==> src/design/cpu_defs.svh <==
`ifndef CPU_DEFS_SVH
`define CPU_DEFS_SVH

// One-bit logic levels
`define ENABLE              1'b1
`define DISABLE             1'b0

// Widths fixed by the ISA
`define WORD_WIDTH          32
`define INST_ADDR_WIDTH     32
`define STALL_WIDTH         6
`define EXCP_WIDTH          4

// Stall vectors, bit 0 is the PC and bit 5 write-back
`define STALL_NONE          6'b000000
`define STALL_BUS           6'b111111
`define STALL_EX            6'b001111
`define STALL_ID            6'b000111

// Boot ROM entry in kseg1
`define PC_RESET_ADDR       32'hBFC0_0000

// Exception vectors, BEV set so all sit in the boot region
`define PC_TLB_REFILL       32'hBFC0_0200
`define PC_SYSCALL          32'hBFC0_0380
`define PC_INTERRUPT        32'hBFC0_0400   // Dedicated interrupt vector
`define PC_INVALID_INST     32'hBFC0_0480
`define PC_OV               32'hBFC0_0500
`define PC_TLB_INVALID      32'hBFC0_0580

// Sequential fetch step in bytes
`define PC_STEP             32'd4

`endif

==> src/design/excp_pkg.sv <==
`default_nettype none

package excp_pkg;

    // Exception codes carried from execute to the memory stage
    typedef enum logic [3:0] {
        EXC_NO                     = 4'd0,
        EXC_INTERRUPT              = 4'd1,
        EXC_SYSCALL                = 4'd2,
        EXC_INVALID_INST           = 4'd3,
        EXC_OV                     = 4'd4,
        EXC_INST_TLB_REFILL        = 4'd5,
        EXC_DATA_TLB_REFILL_LOAD   = 4'd6,
        EXC_DATA_TLB_REFILL_STORE  = 4'd7,
        EXC_INST_TLB_INVALID       = 4'd8,
        EXC_DATA_TLB_INVALID_LOAD  = 4'd9,
        EXC_DATA_TLB_INVALID_STORE = 4'd10,
        EXC_ERET                   = 4'd11   // Return from handler, not a fault
    } Excp_t;

endpackage

`default_nettype wire

==> src/design/cpu_types_pkg.sv <==
`default_nettype none

`include "cpu_defs.svh"

package cpu_types_pkg;

    typedef logic                          Bit_t;
    typedef logic [`WORD_WIDTH-1:0]        Word_t;
    typedef logic [`INST_ADDR_WIDTH-1:0]   Inst_addr_t;
    typedef logic [`STALL_WIDTH-1:0]       Stall_t;

    // Valid must stay the top field, stage_reg bubbles by clearing the MSB
    typedef struct packed {
        Bit_t       valid;
        Inst_addr_t pc;
    } stage_tag_t;

    // Execute onward also carries an exception code
    typedef struct packed {
        Bit_t            valid;
        Inst_addr_t      pc;
        excp_pkg::Excp_t excp;
    } excp_tag_t;

endpackage

`default_nettype wire

==> src/design/ctrl.sv <==
`timescale 1ns/1ps
`default_nettype none

`include "cpu_defs.svh"

module ctrl (
    input  cpu_types_pkg::Bit_t       rst,
    input  cpu_types_pkg::Bit_t       stallreq_from_bus,
    input  cpu_types_pkg::Bit_t       stallreq_from_id,
    input  cpu_types_pkg::Bit_t       stallreq_from_ex,
    output cpu_types_pkg::Stall_t     stall,

    input  cpu_types_pkg::Word_t      cp0_epc_i,
    input  excp_pkg::Excp_t           exception_type_i,
    output cpu_types_pkg::Inst_addr_t new_pc,
    output cpu_types_pkg::Bit_t       flush
);

    // Priority: reset, exception, bus, execute, decode
    always_comb begin
        stall  = `STALL_NONE;
        flush  = `DISABLE;
        new_pc = `PC_RESET_ADDR;   // Don't care unless flush is raised

        if (rst == `ENABLE) begin
            stall = `STALL_NONE;
        end else if (exception_type_i != excp_pkg::EXC_NO) begin
            flush = `ENABLE;   // Whole pipe is squashed, nothing held
            case (exception_type_i)
                excp_pkg::EXC_INTERRUPT: begin
                    new_pc = `PC_INTERRUPT;
                end
                excp_pkg::EXC_SYSCALL: begin
                    new_pc = `PC_SYSCALL;
                end
                excp_pkg::EXC_INVALID_INST: begin
                    new_pc = `PC_INVALID_INST;
                end
                excp_pkg::EXC_OV: begin
                    new_pc = `PC_OV;
                end
                excp_pkg::EXC_INST_TLB_REFILL,
                excp_pkg::EXC_DATA_TLB_REFILL_LOAD,
                excp_pkg::EXC_DATA_TLB_REFILL_STORE: begin
                    new_pc = `PC_TLB_REFILL;
                end
                excp_pkg::EXC_INST_TLB_INVALID,
                excp_pkg::EXC_DATA_TLB_INVALID_LOAD,
                excp_pkg::EXC_DATA_TLB_INVALID_STORE: begin
                    new_pc = `PC_TLB_INVALID;
                end
                excp_pkg::EXC_ERET: begin
                    new_pc = cp0_epc_i;   // Back to the faulting instruction
                end
                default: begin
                    new_pc = `PC_RESET_ADDR;
                end
            endcase
        end else if (stallreq_from_bus == `ENABLE) begin
            stall = `STALL_BUS;
        end else if (stallreq_from_ex == `ENABLE) begin
            stall = `STALL_EX;
        end else if (stallreq_from_id == `ENABLE) begin
            stall = `STALL_ID;
        end else begin
            stall = `STALL_NONE;
        end
    end

endmodule

`default_nettype wire

==> src/design/pc_reg.sv <==
`timescale 1ns/1ps
`default_nettype none

`include "cpu_defs.svh"

module pc_reg (
    input  logic                      clk,
    input  logic                      reset,
    input  cpu_types_pkg::Stall_t     stall,
    input  cpu_types_pkg::Bit_t       flush,
    input  cpu_types_pkg::Inst_addr_t new_pc,
    output cpu_types_pkg::Inst_addr_t pc
);

    cpu_types_pkg::Inst_addr_t pc_next;

    // Redirect wins over stall, ctrl never raises both
    always_comb begin
        if (flush == `ENABLE) begin
            pc_next = new_pc;
        end else if (stall[0] == `ENABLE) begin
            pc_next = pc;
        end else begin
            pc_next = pc + `PC_STEP;
        end
    end

    always_ff @(posedge clk) begin
        if (reset == `ENABLE) begin
            pc <= `PC_RESET_ADDR;
        end else begin
            pc <= pc_next;
        end
    end

endmodule

`default_nettype wire

==> src/design/stage_reg.sv <==
`timescale 1ns/1ps
`default_nettype none

`include "cpu_defs.svh"

// Pipeline register for any payload whose MSB is the valid flag
module stage_reg #(
    parameter type payload_t = logic [1:0]
) (
    input  logic                clk,
    input  logic                reset,
    input  cpu_types_pkg::Bit_t stall_self,
    input  cpu_types_pkg::Bit_t stall_next,
    input  cpu_types_pkg::Bit_t flush,
    input  payload_t            d,
    output payload_t            q
);

    localparam int W = $bits(payload_t);

    logic [W-1:0] q_r;
    logic         bubble;

    // This stage stalls but the next one moves on
    assign bubble = (stall_self == `ENABLE) && (stall_next == `DISABLE);

    always_ff @(posedge clk) begin
        if ((reset == `ENABLE) || (flush == `ENABLE)) begin
            q_r[W-1] <= `DISABLE;   // Only valid is cleared, the rest is don't care
        end else if (bubble) begin
            q_r[W-1] <= `DISABLE;
        end else if (stall_self == `DISABLE) begin
            q_r <= d;
        end
        // Otherwise hold the current tag
    end

    assign q = payload_t'(q_r);

endmodule

`default_nettype wire

==> src/design/excp_resolve.sv <==
`timescale 1ns/1ps
`default_nettype none

`include "cpu_defs.svh"

module excp_resolve (
    input  logic                     clk,
    input  logic                     reset,
    input  cpu_types_pkg::excp_tag_t mem_tag,
    input  cpu_types_pkg::Bit_t      int_req,
    output excp_pkg::Excp_t          exception_type,
    output cpu_types_pkg::Word_t     cp0_epc
);

    cpu_types_pkg::Bit_t exl;        // Status.EXL, masks interrupts in the handler
    logic                int_taken;
    logic                excp_taken;
    logic                eret_taken;

    // Interrupt is charged to the instruction sitting in memory
    assign int_taken = (int_req == `ENABLE) && (exl == `DISABLE)
                       && (mem_tag.valid == `ENABLE);

    always_comb begin
        exception_type = excp_pkg::EXC_NO;
        if (int_taken) begin
            exception_type = excp_pkg::EXC_INTERRUPT;
        end else if (mem_tag.valid == `ENABLE) begin
            exception_type = mem_tag.excp;
        end
    end

    assign eret_taken = (exception_type == excp_pkg::EXC_ERET);
    assign excp_taken = (exception_type != excp_pkg::EXC_NO) && !eret_taken;

    always_ff @(posedge clk) begin
        if (reset == `ENABLE) begin
            exl <= `DISABLE;
        end else if (eret_taken) begin
            exl <= `DISABLE;
        end else if (excp_taken) begin
            exl <= `ENABLE;
        end
    end

    // EPC points at the faulting instruction so it is retried after ERET
    always_ff @(posedge clk) begin
        if ((reset == `DISABLE) && excp_taken) begin
            cp0_epc <= mem_tag.pc;
        end
    end

endmodule

`default_nettype wire

==> src/design/pipe_ctrl_top.sv <==
`timescale 1ns/1ps
`default_nettype none

`include "cpu_defs.svh"

module pipe_ctrl_top (
    input  logic                      clk,
    input  logic                      reset,
    input  cpu_types_pkg::Bit_t       stallreq_from_bus,
    input  cpu_types_pkg::Bit_t       stallreq_from_id,
    input  cpu_types_pkg::Bit_t       stallreq_from_ex,
    input  excp_pkg::Excp_t           ex_excp,
    input  cpu_types_pkg::Bit_t       int_req,
    output cpu_types_pkg::Inst_addr_t pc,
    output cpu_types_pkg::Stall_t     stall,
    output cpu_types_pkg::Bit_t       flush,
    output cpu_types_pkg::Bit_t       wb_valid,
    output cpu_types_pkg::Inst_addr_t wb_pc,
    output excp_pkg::Excp_t           wb_excp
);

    cpu_types_pkg::Inst_addr_t new_pc;
    cpu_types_pkg::Word_t      cp0_epc;
    excp_pkg::Excp_t           exception_type;

    cpu_types_pkg::stage_tag_t if_tag;     // Fetch
    cpu_types_pkg::stage_tag_t id_tag;     // Decode
    cpu_types_pkg::stage_tag_t ex_tag;     // Execute
    cpu_types_pkg::excp_tag_t  ex_out;     // Execute tag with its exception code
    cpu_types_pkg::excp_tag_t  mem_tag;    // Memory
    cpu_types_pkg::excp_tag_t  wb_tag;     // Write-back

    assign if_tag.valid = ~reset;
    assign if_tag.pc    = pc;

    assign ex_out.valid = ex_tag.valid;
    assign ex_out.pc    = ex_tag.pc;
    assign ex_out.excp  = ex_excp;

    ctrl u_ctrl (
        .rst               (reset),
        .stallreq_from_bus (stallreq_from_bus),
        .stallreq_from_id  (stallreq_from_id),
        .stallreq_from_ex  (stallreq_from_ex),
        .stall             (stall),
        .cp0_epc_i         (cp0_epc),
        .exception_type_i  (exception_type),
        .new_pc            (new_pc),
        .flush             (flush)
    );

    pc_reg u_pc_reg (
        .clk    (clk),
        .reset  (reset),
        .stall  (stall),
        .flush  (flush),
        .new_pc (new_pc),
        .pc     (pc)
    );

    stage_reg #(.payload_t(cpu_types_pkg::stage_tag_t)) u_if_id (
        .clk        (clk),
        .reset      (reset),
        .stall_self (stall[1]),
        .stall_next (stall[2]),
        .flush      (flush),
        .d          (if_tag),
        .q          (id_tag)
    );

    stage_reg #(.payload_t(cpu_types_pkg::stage_tag_t)) u_id_ex (
        .clk        (clk),
        .reset      (reset),
        .stall_self (stall[2]),
        .stall_next (stall[3]),
        .flush      (flush),
        .d          (id_tag),
        .q          (ex_tag)
    );

    stage_reg #(.payload_t(cpu_types_pkg::excp_tag_t)) u_ex_mem (
        .clk        (clk),
        .reset      (reset),
        .stall_self (stall[3]),
        .stall_next (stall[4]),
        .flush      (flush),
        .d          (ex_out),
        .q          (mem_tag)
    );

    // Nothing follows write-back, so a bus stall drains it as a bubble
    stage_reg #(.payload_t(cpu_types_pkg::excp_tag_t)) u_mem_wb (
        .clk        (clk),
        .reset      (reset),
        .stall_self (stall[5]),
        .stall_next (`DISABLE),
        .flush      (flush),
        .d          (mem_tag),
        .q          (wb_tag)
    );

    excp_resolve u_excp_resolve (
        .clk            (clk),
        .reset          (reset),
        .mem_tag        (mem_tag),
        .int_req        (int_req),
        .exception_type (exception_type),
        .cp0_epc        (cp0_epc)
    );

    assign wb_valid = wb_tag.valid;
    assign wb_pc    = wb_tag.pc;
    assign wb_excp  = wb_tag.excp;

endmodule

`default_nettype wire

==> config.mk <==
export PLATFORM = sky130hd
export DESIGN_NAME = pipe_ctrl_top
export DESIGN_NICKNAME = d
export VERILOG_FILES = /design/src/design/excp_pkg.sv /design/src/design/cpu_types_pkg.sv /design/src/design/ctrl.sv /design/src/design/pc_reg.sv /design/src/design/stage_reg.sv /design/src/design/excp_resolve.sv /design/src/design/pipe_ctrl_top.sv
export VERILOG_INCLUDE_DIRS = /design/src /design/src/design
export SDC_FILE = /design/constraint.sdc
export NUM_CORES = 1
export LEC_CHECK = 0
export BUFFER_PORTS_ARGS = -buffer_cell sky130_fd_sc_hd__buf_2
export CAP_MARGIN = 20
export CORE_MARGIN = 8
export CORE_UTILIZATION = 35
export DETAILED_ROUTE_END_ITERATION = 7
export PLACE_DENSITY = 0.56
export SKIP_LAST_GASP = 1
export SYNTH_ARGS = -nofsm -noshare
export SYNTH_HDL_FRONTEND = slang
export SYNTH_SLANG_ARGS = --single-unit
==> constraint.sdc <==
create_clock -name clk -period 4.2 [get_ports clk]
set_input_delay 0.63 -clock clk [delete_from_list [all_inputs] [get_ports clk]]
set_output_delay 0.63 -clock clk [all_outputs]
set_load 0.03 [all_outputs]
==> results.cfg <==
[status]
status = finished, final reports clean

[global_routing]
track_usage = 0.1342
grt_pass1_vias = 4634
grt_antenna_before_repair = 0
grt_max_degree = 37
grt_pass1_wl_um = 27840
overflow = 0

[final_layout]
fin_util = 0.4089
final_cell_area_um2 = 8867
drive_gt1_frac = 0.2222
fin_nets = 589
antennaDiodeCount = 0
fillers = 2005
syn_to_final_growth_pct = 15.10

[worst_setup_path]
critPathRequiredTime_ns = 3.57
start_kind = flop
endpoint_kind = output pin
critPathMaxFanout = 20
critical_path_arrival_ns = 3.15
path_class = reg2out

[yosys]
synth_area_um2 = 7704
synthArstFlopShare = 0
synth_mux_area_frac = 0.002599
synth-edff-count = 168
syn_nets = 525
ys_ff_latch = 205
yosys_warnings = 0
ys_types = 58
yosysSeqAreaShare = 0.7510
synth_top_family_by_area = simple AND/OR/NAND/NOR gates
synth-simple-area-share = 0.09420
syn_area_per_cell_um2 = 14.99
synthAdderAreaFrac = 0.001624
synth_xor_area_frac = 0.005685
synth-main-ff-cell = edfxtp_1
synth-compound-area-share = 0.09274
synthCells = 514

[pwr]
ir_drop_mv = 0.3026
leakagePower_uw = 0.002940
powerDensity_nw_per_um2 = 467.2

[clock_network]
clkSinkCount = 205
clkLatencyLatePin_ns = 0.50
cts.repair.resized = 0
cts_max_path_buffers = 3
cts_root_buf = clkbuf_16
numCtsBuffers = 23
cts_tree = built
path_clk_slew_ns = 0.06
cts_setup_buffers = 0
htreeDepth = 1
cts_hold_buf = 0

[worst_hold_path]
hp-class = in2reg

[floorplan]
pin_count = 86
start_util = 0.3552
core-area_um2 = 21690
die_y_um = 164.4
die_area_um2 = 27010
die_x_um = 164.4
num_rows = 54

[route]
ant_nets = 0
wire_per_inst_um = 20.69
routed_wl_um = 18080
avgViaCountPerCell = 5.205
dr.pass1.iters = 5
dr_total_vias = 4549
drtIter0Drc = 318
drc = 0

[timing]
setup_viol = 0
skew_ns = 0.01367
hold_violations = 0
slew-limit-headroom = 0.3002
postLayoutSetupSlackWorst_ns = 0.4195
setup_tns_ns = 0
period_minus_slack_ns = 3.781
post-route-period-util = 0.9001
finalMaxSlewViolations = 0
worst_pin_slew_ns = 1.040
rsz0062_at_grt = no
fmax_ghz = 0.2645

[placed_design]
placed_area_um2 = 8212
dp_hpwl_um = 12090
gp_congestion = 0.8331
port_buffers = 85
post-place-ws_ns = 0.9534

[flow_run]
drv_cap = 0
report_power, final:
part	switching, uW	internal (uW)	total (uW)
registers	23.2	2220	2250
clock network	735	1020	1760
logic	106	33.3	140
layout make-up:
cell class                 count  area (um2)  area share
clock inverter                 8       32.53    0.003669
inverter                       7       26.28    0.002963
sequential                   205        5786      0.6525
timing repair buffer          94       505.5     0.05701
clock buffer                  33       623.1     0.07027
tap                          280       350.3     0.03951
multi-input combinational    247        1544      0.1741
per-stage QoR:
stage          total power (uW)  std cells  hold WS [ns]
6_report                   4143        874        0.3293
2_1_floorplan              2383        514        0.4003
5_1_grt                    4290        874        0.3182
4_1_cts                    4203        874        0.3129
3_5_place_dp               2429        833        0.4045
3_3_place_gp               2426        833        0.4010
routing by layer:
metal,global-route usage,up-vias,wire length (um)
met2,0.2136,159,8136
li1,-,2086,-
met4,0.03430,0,365
met5,0,-,0
met3,0.02932,33,1151
met1,0.1827,2271,8430
placed cells by master, fill, tap and decap left out, types with 14 or more instances in the layout:
cell type / netlist / layout
o21ai_0: 17 / 17
a21oi_1: 22 / 22
edfxtp_1: 168 / 168
nor2_1: 33 / 31
nor3_1: 18 / 17
buf_2: 3 / 85
nand2_1: 25 / 25
clkbuf_16: 0 / 23
dfxtp_1: 37 / 37
nand3_1: 14 / 14
synth_stat cells (5+ instances only):
library cell | count | area [um2]
dfxtp_1 | 37 | 740.7
a21oi_1 | 22 | 110.1
o21ai_0 | 17 | 85.08
nand3_1 | 14 | 70.07
nand2b_1 | 6 | 37.54
o32ai_1 | 5 | 43.79
a311oi_1 | 5 | 43.79
clkbuf_1 | 10 | 37.54
buf_4 | 40 | 300.3
nand4_1 | 8 | 50.05
nor2_1 | 33 | 123.9
edfxtp_1 | 168 | 5045
nand2_1 | 25 | 93.84
and3_1 | 9 | 56.30
inv_1 | 7 | 26.28
a32o_1 | 7 | 70.07
nor3_1 | 18 | 90.09
nor4_1 | 7 | 43.79
critical path, cell delays in order, from the launching register on:
cell and delay [ns]:
edfxtp_1 0.55, or3_4 0.50, o311ai_4 0.84, inv_1 0.43, buf_2 0.31
logic make-up (layout without fill, tap and decap cells):
logic type	after synthesis	count (layout)
AOI/OAI and AO/OA	97	97
xor gates and xnor gates	5	5
adders and majority gates	1	1
buffers and inverters	62	142
DFF	205	205
muxes	2	2
and+or+nand+nor	142	142
worst paths after layout:
check	depth (start not counted)	to	from	slack [ns]
setup / recovery	4	flush	u_ex_mem.q[3]	0.42
hold / removal	1	u_ex_mem.q[1]	ex_excp[1]	0.33
setup reg to reg	6	u_pc_reg.pc[23]	u_ex_mem.q[3]	0.95
hold reg to reg	0	u_ex_mem.q[14]	u_id_ex.q[10]	0.41
(Power assumes the default switching activity.)
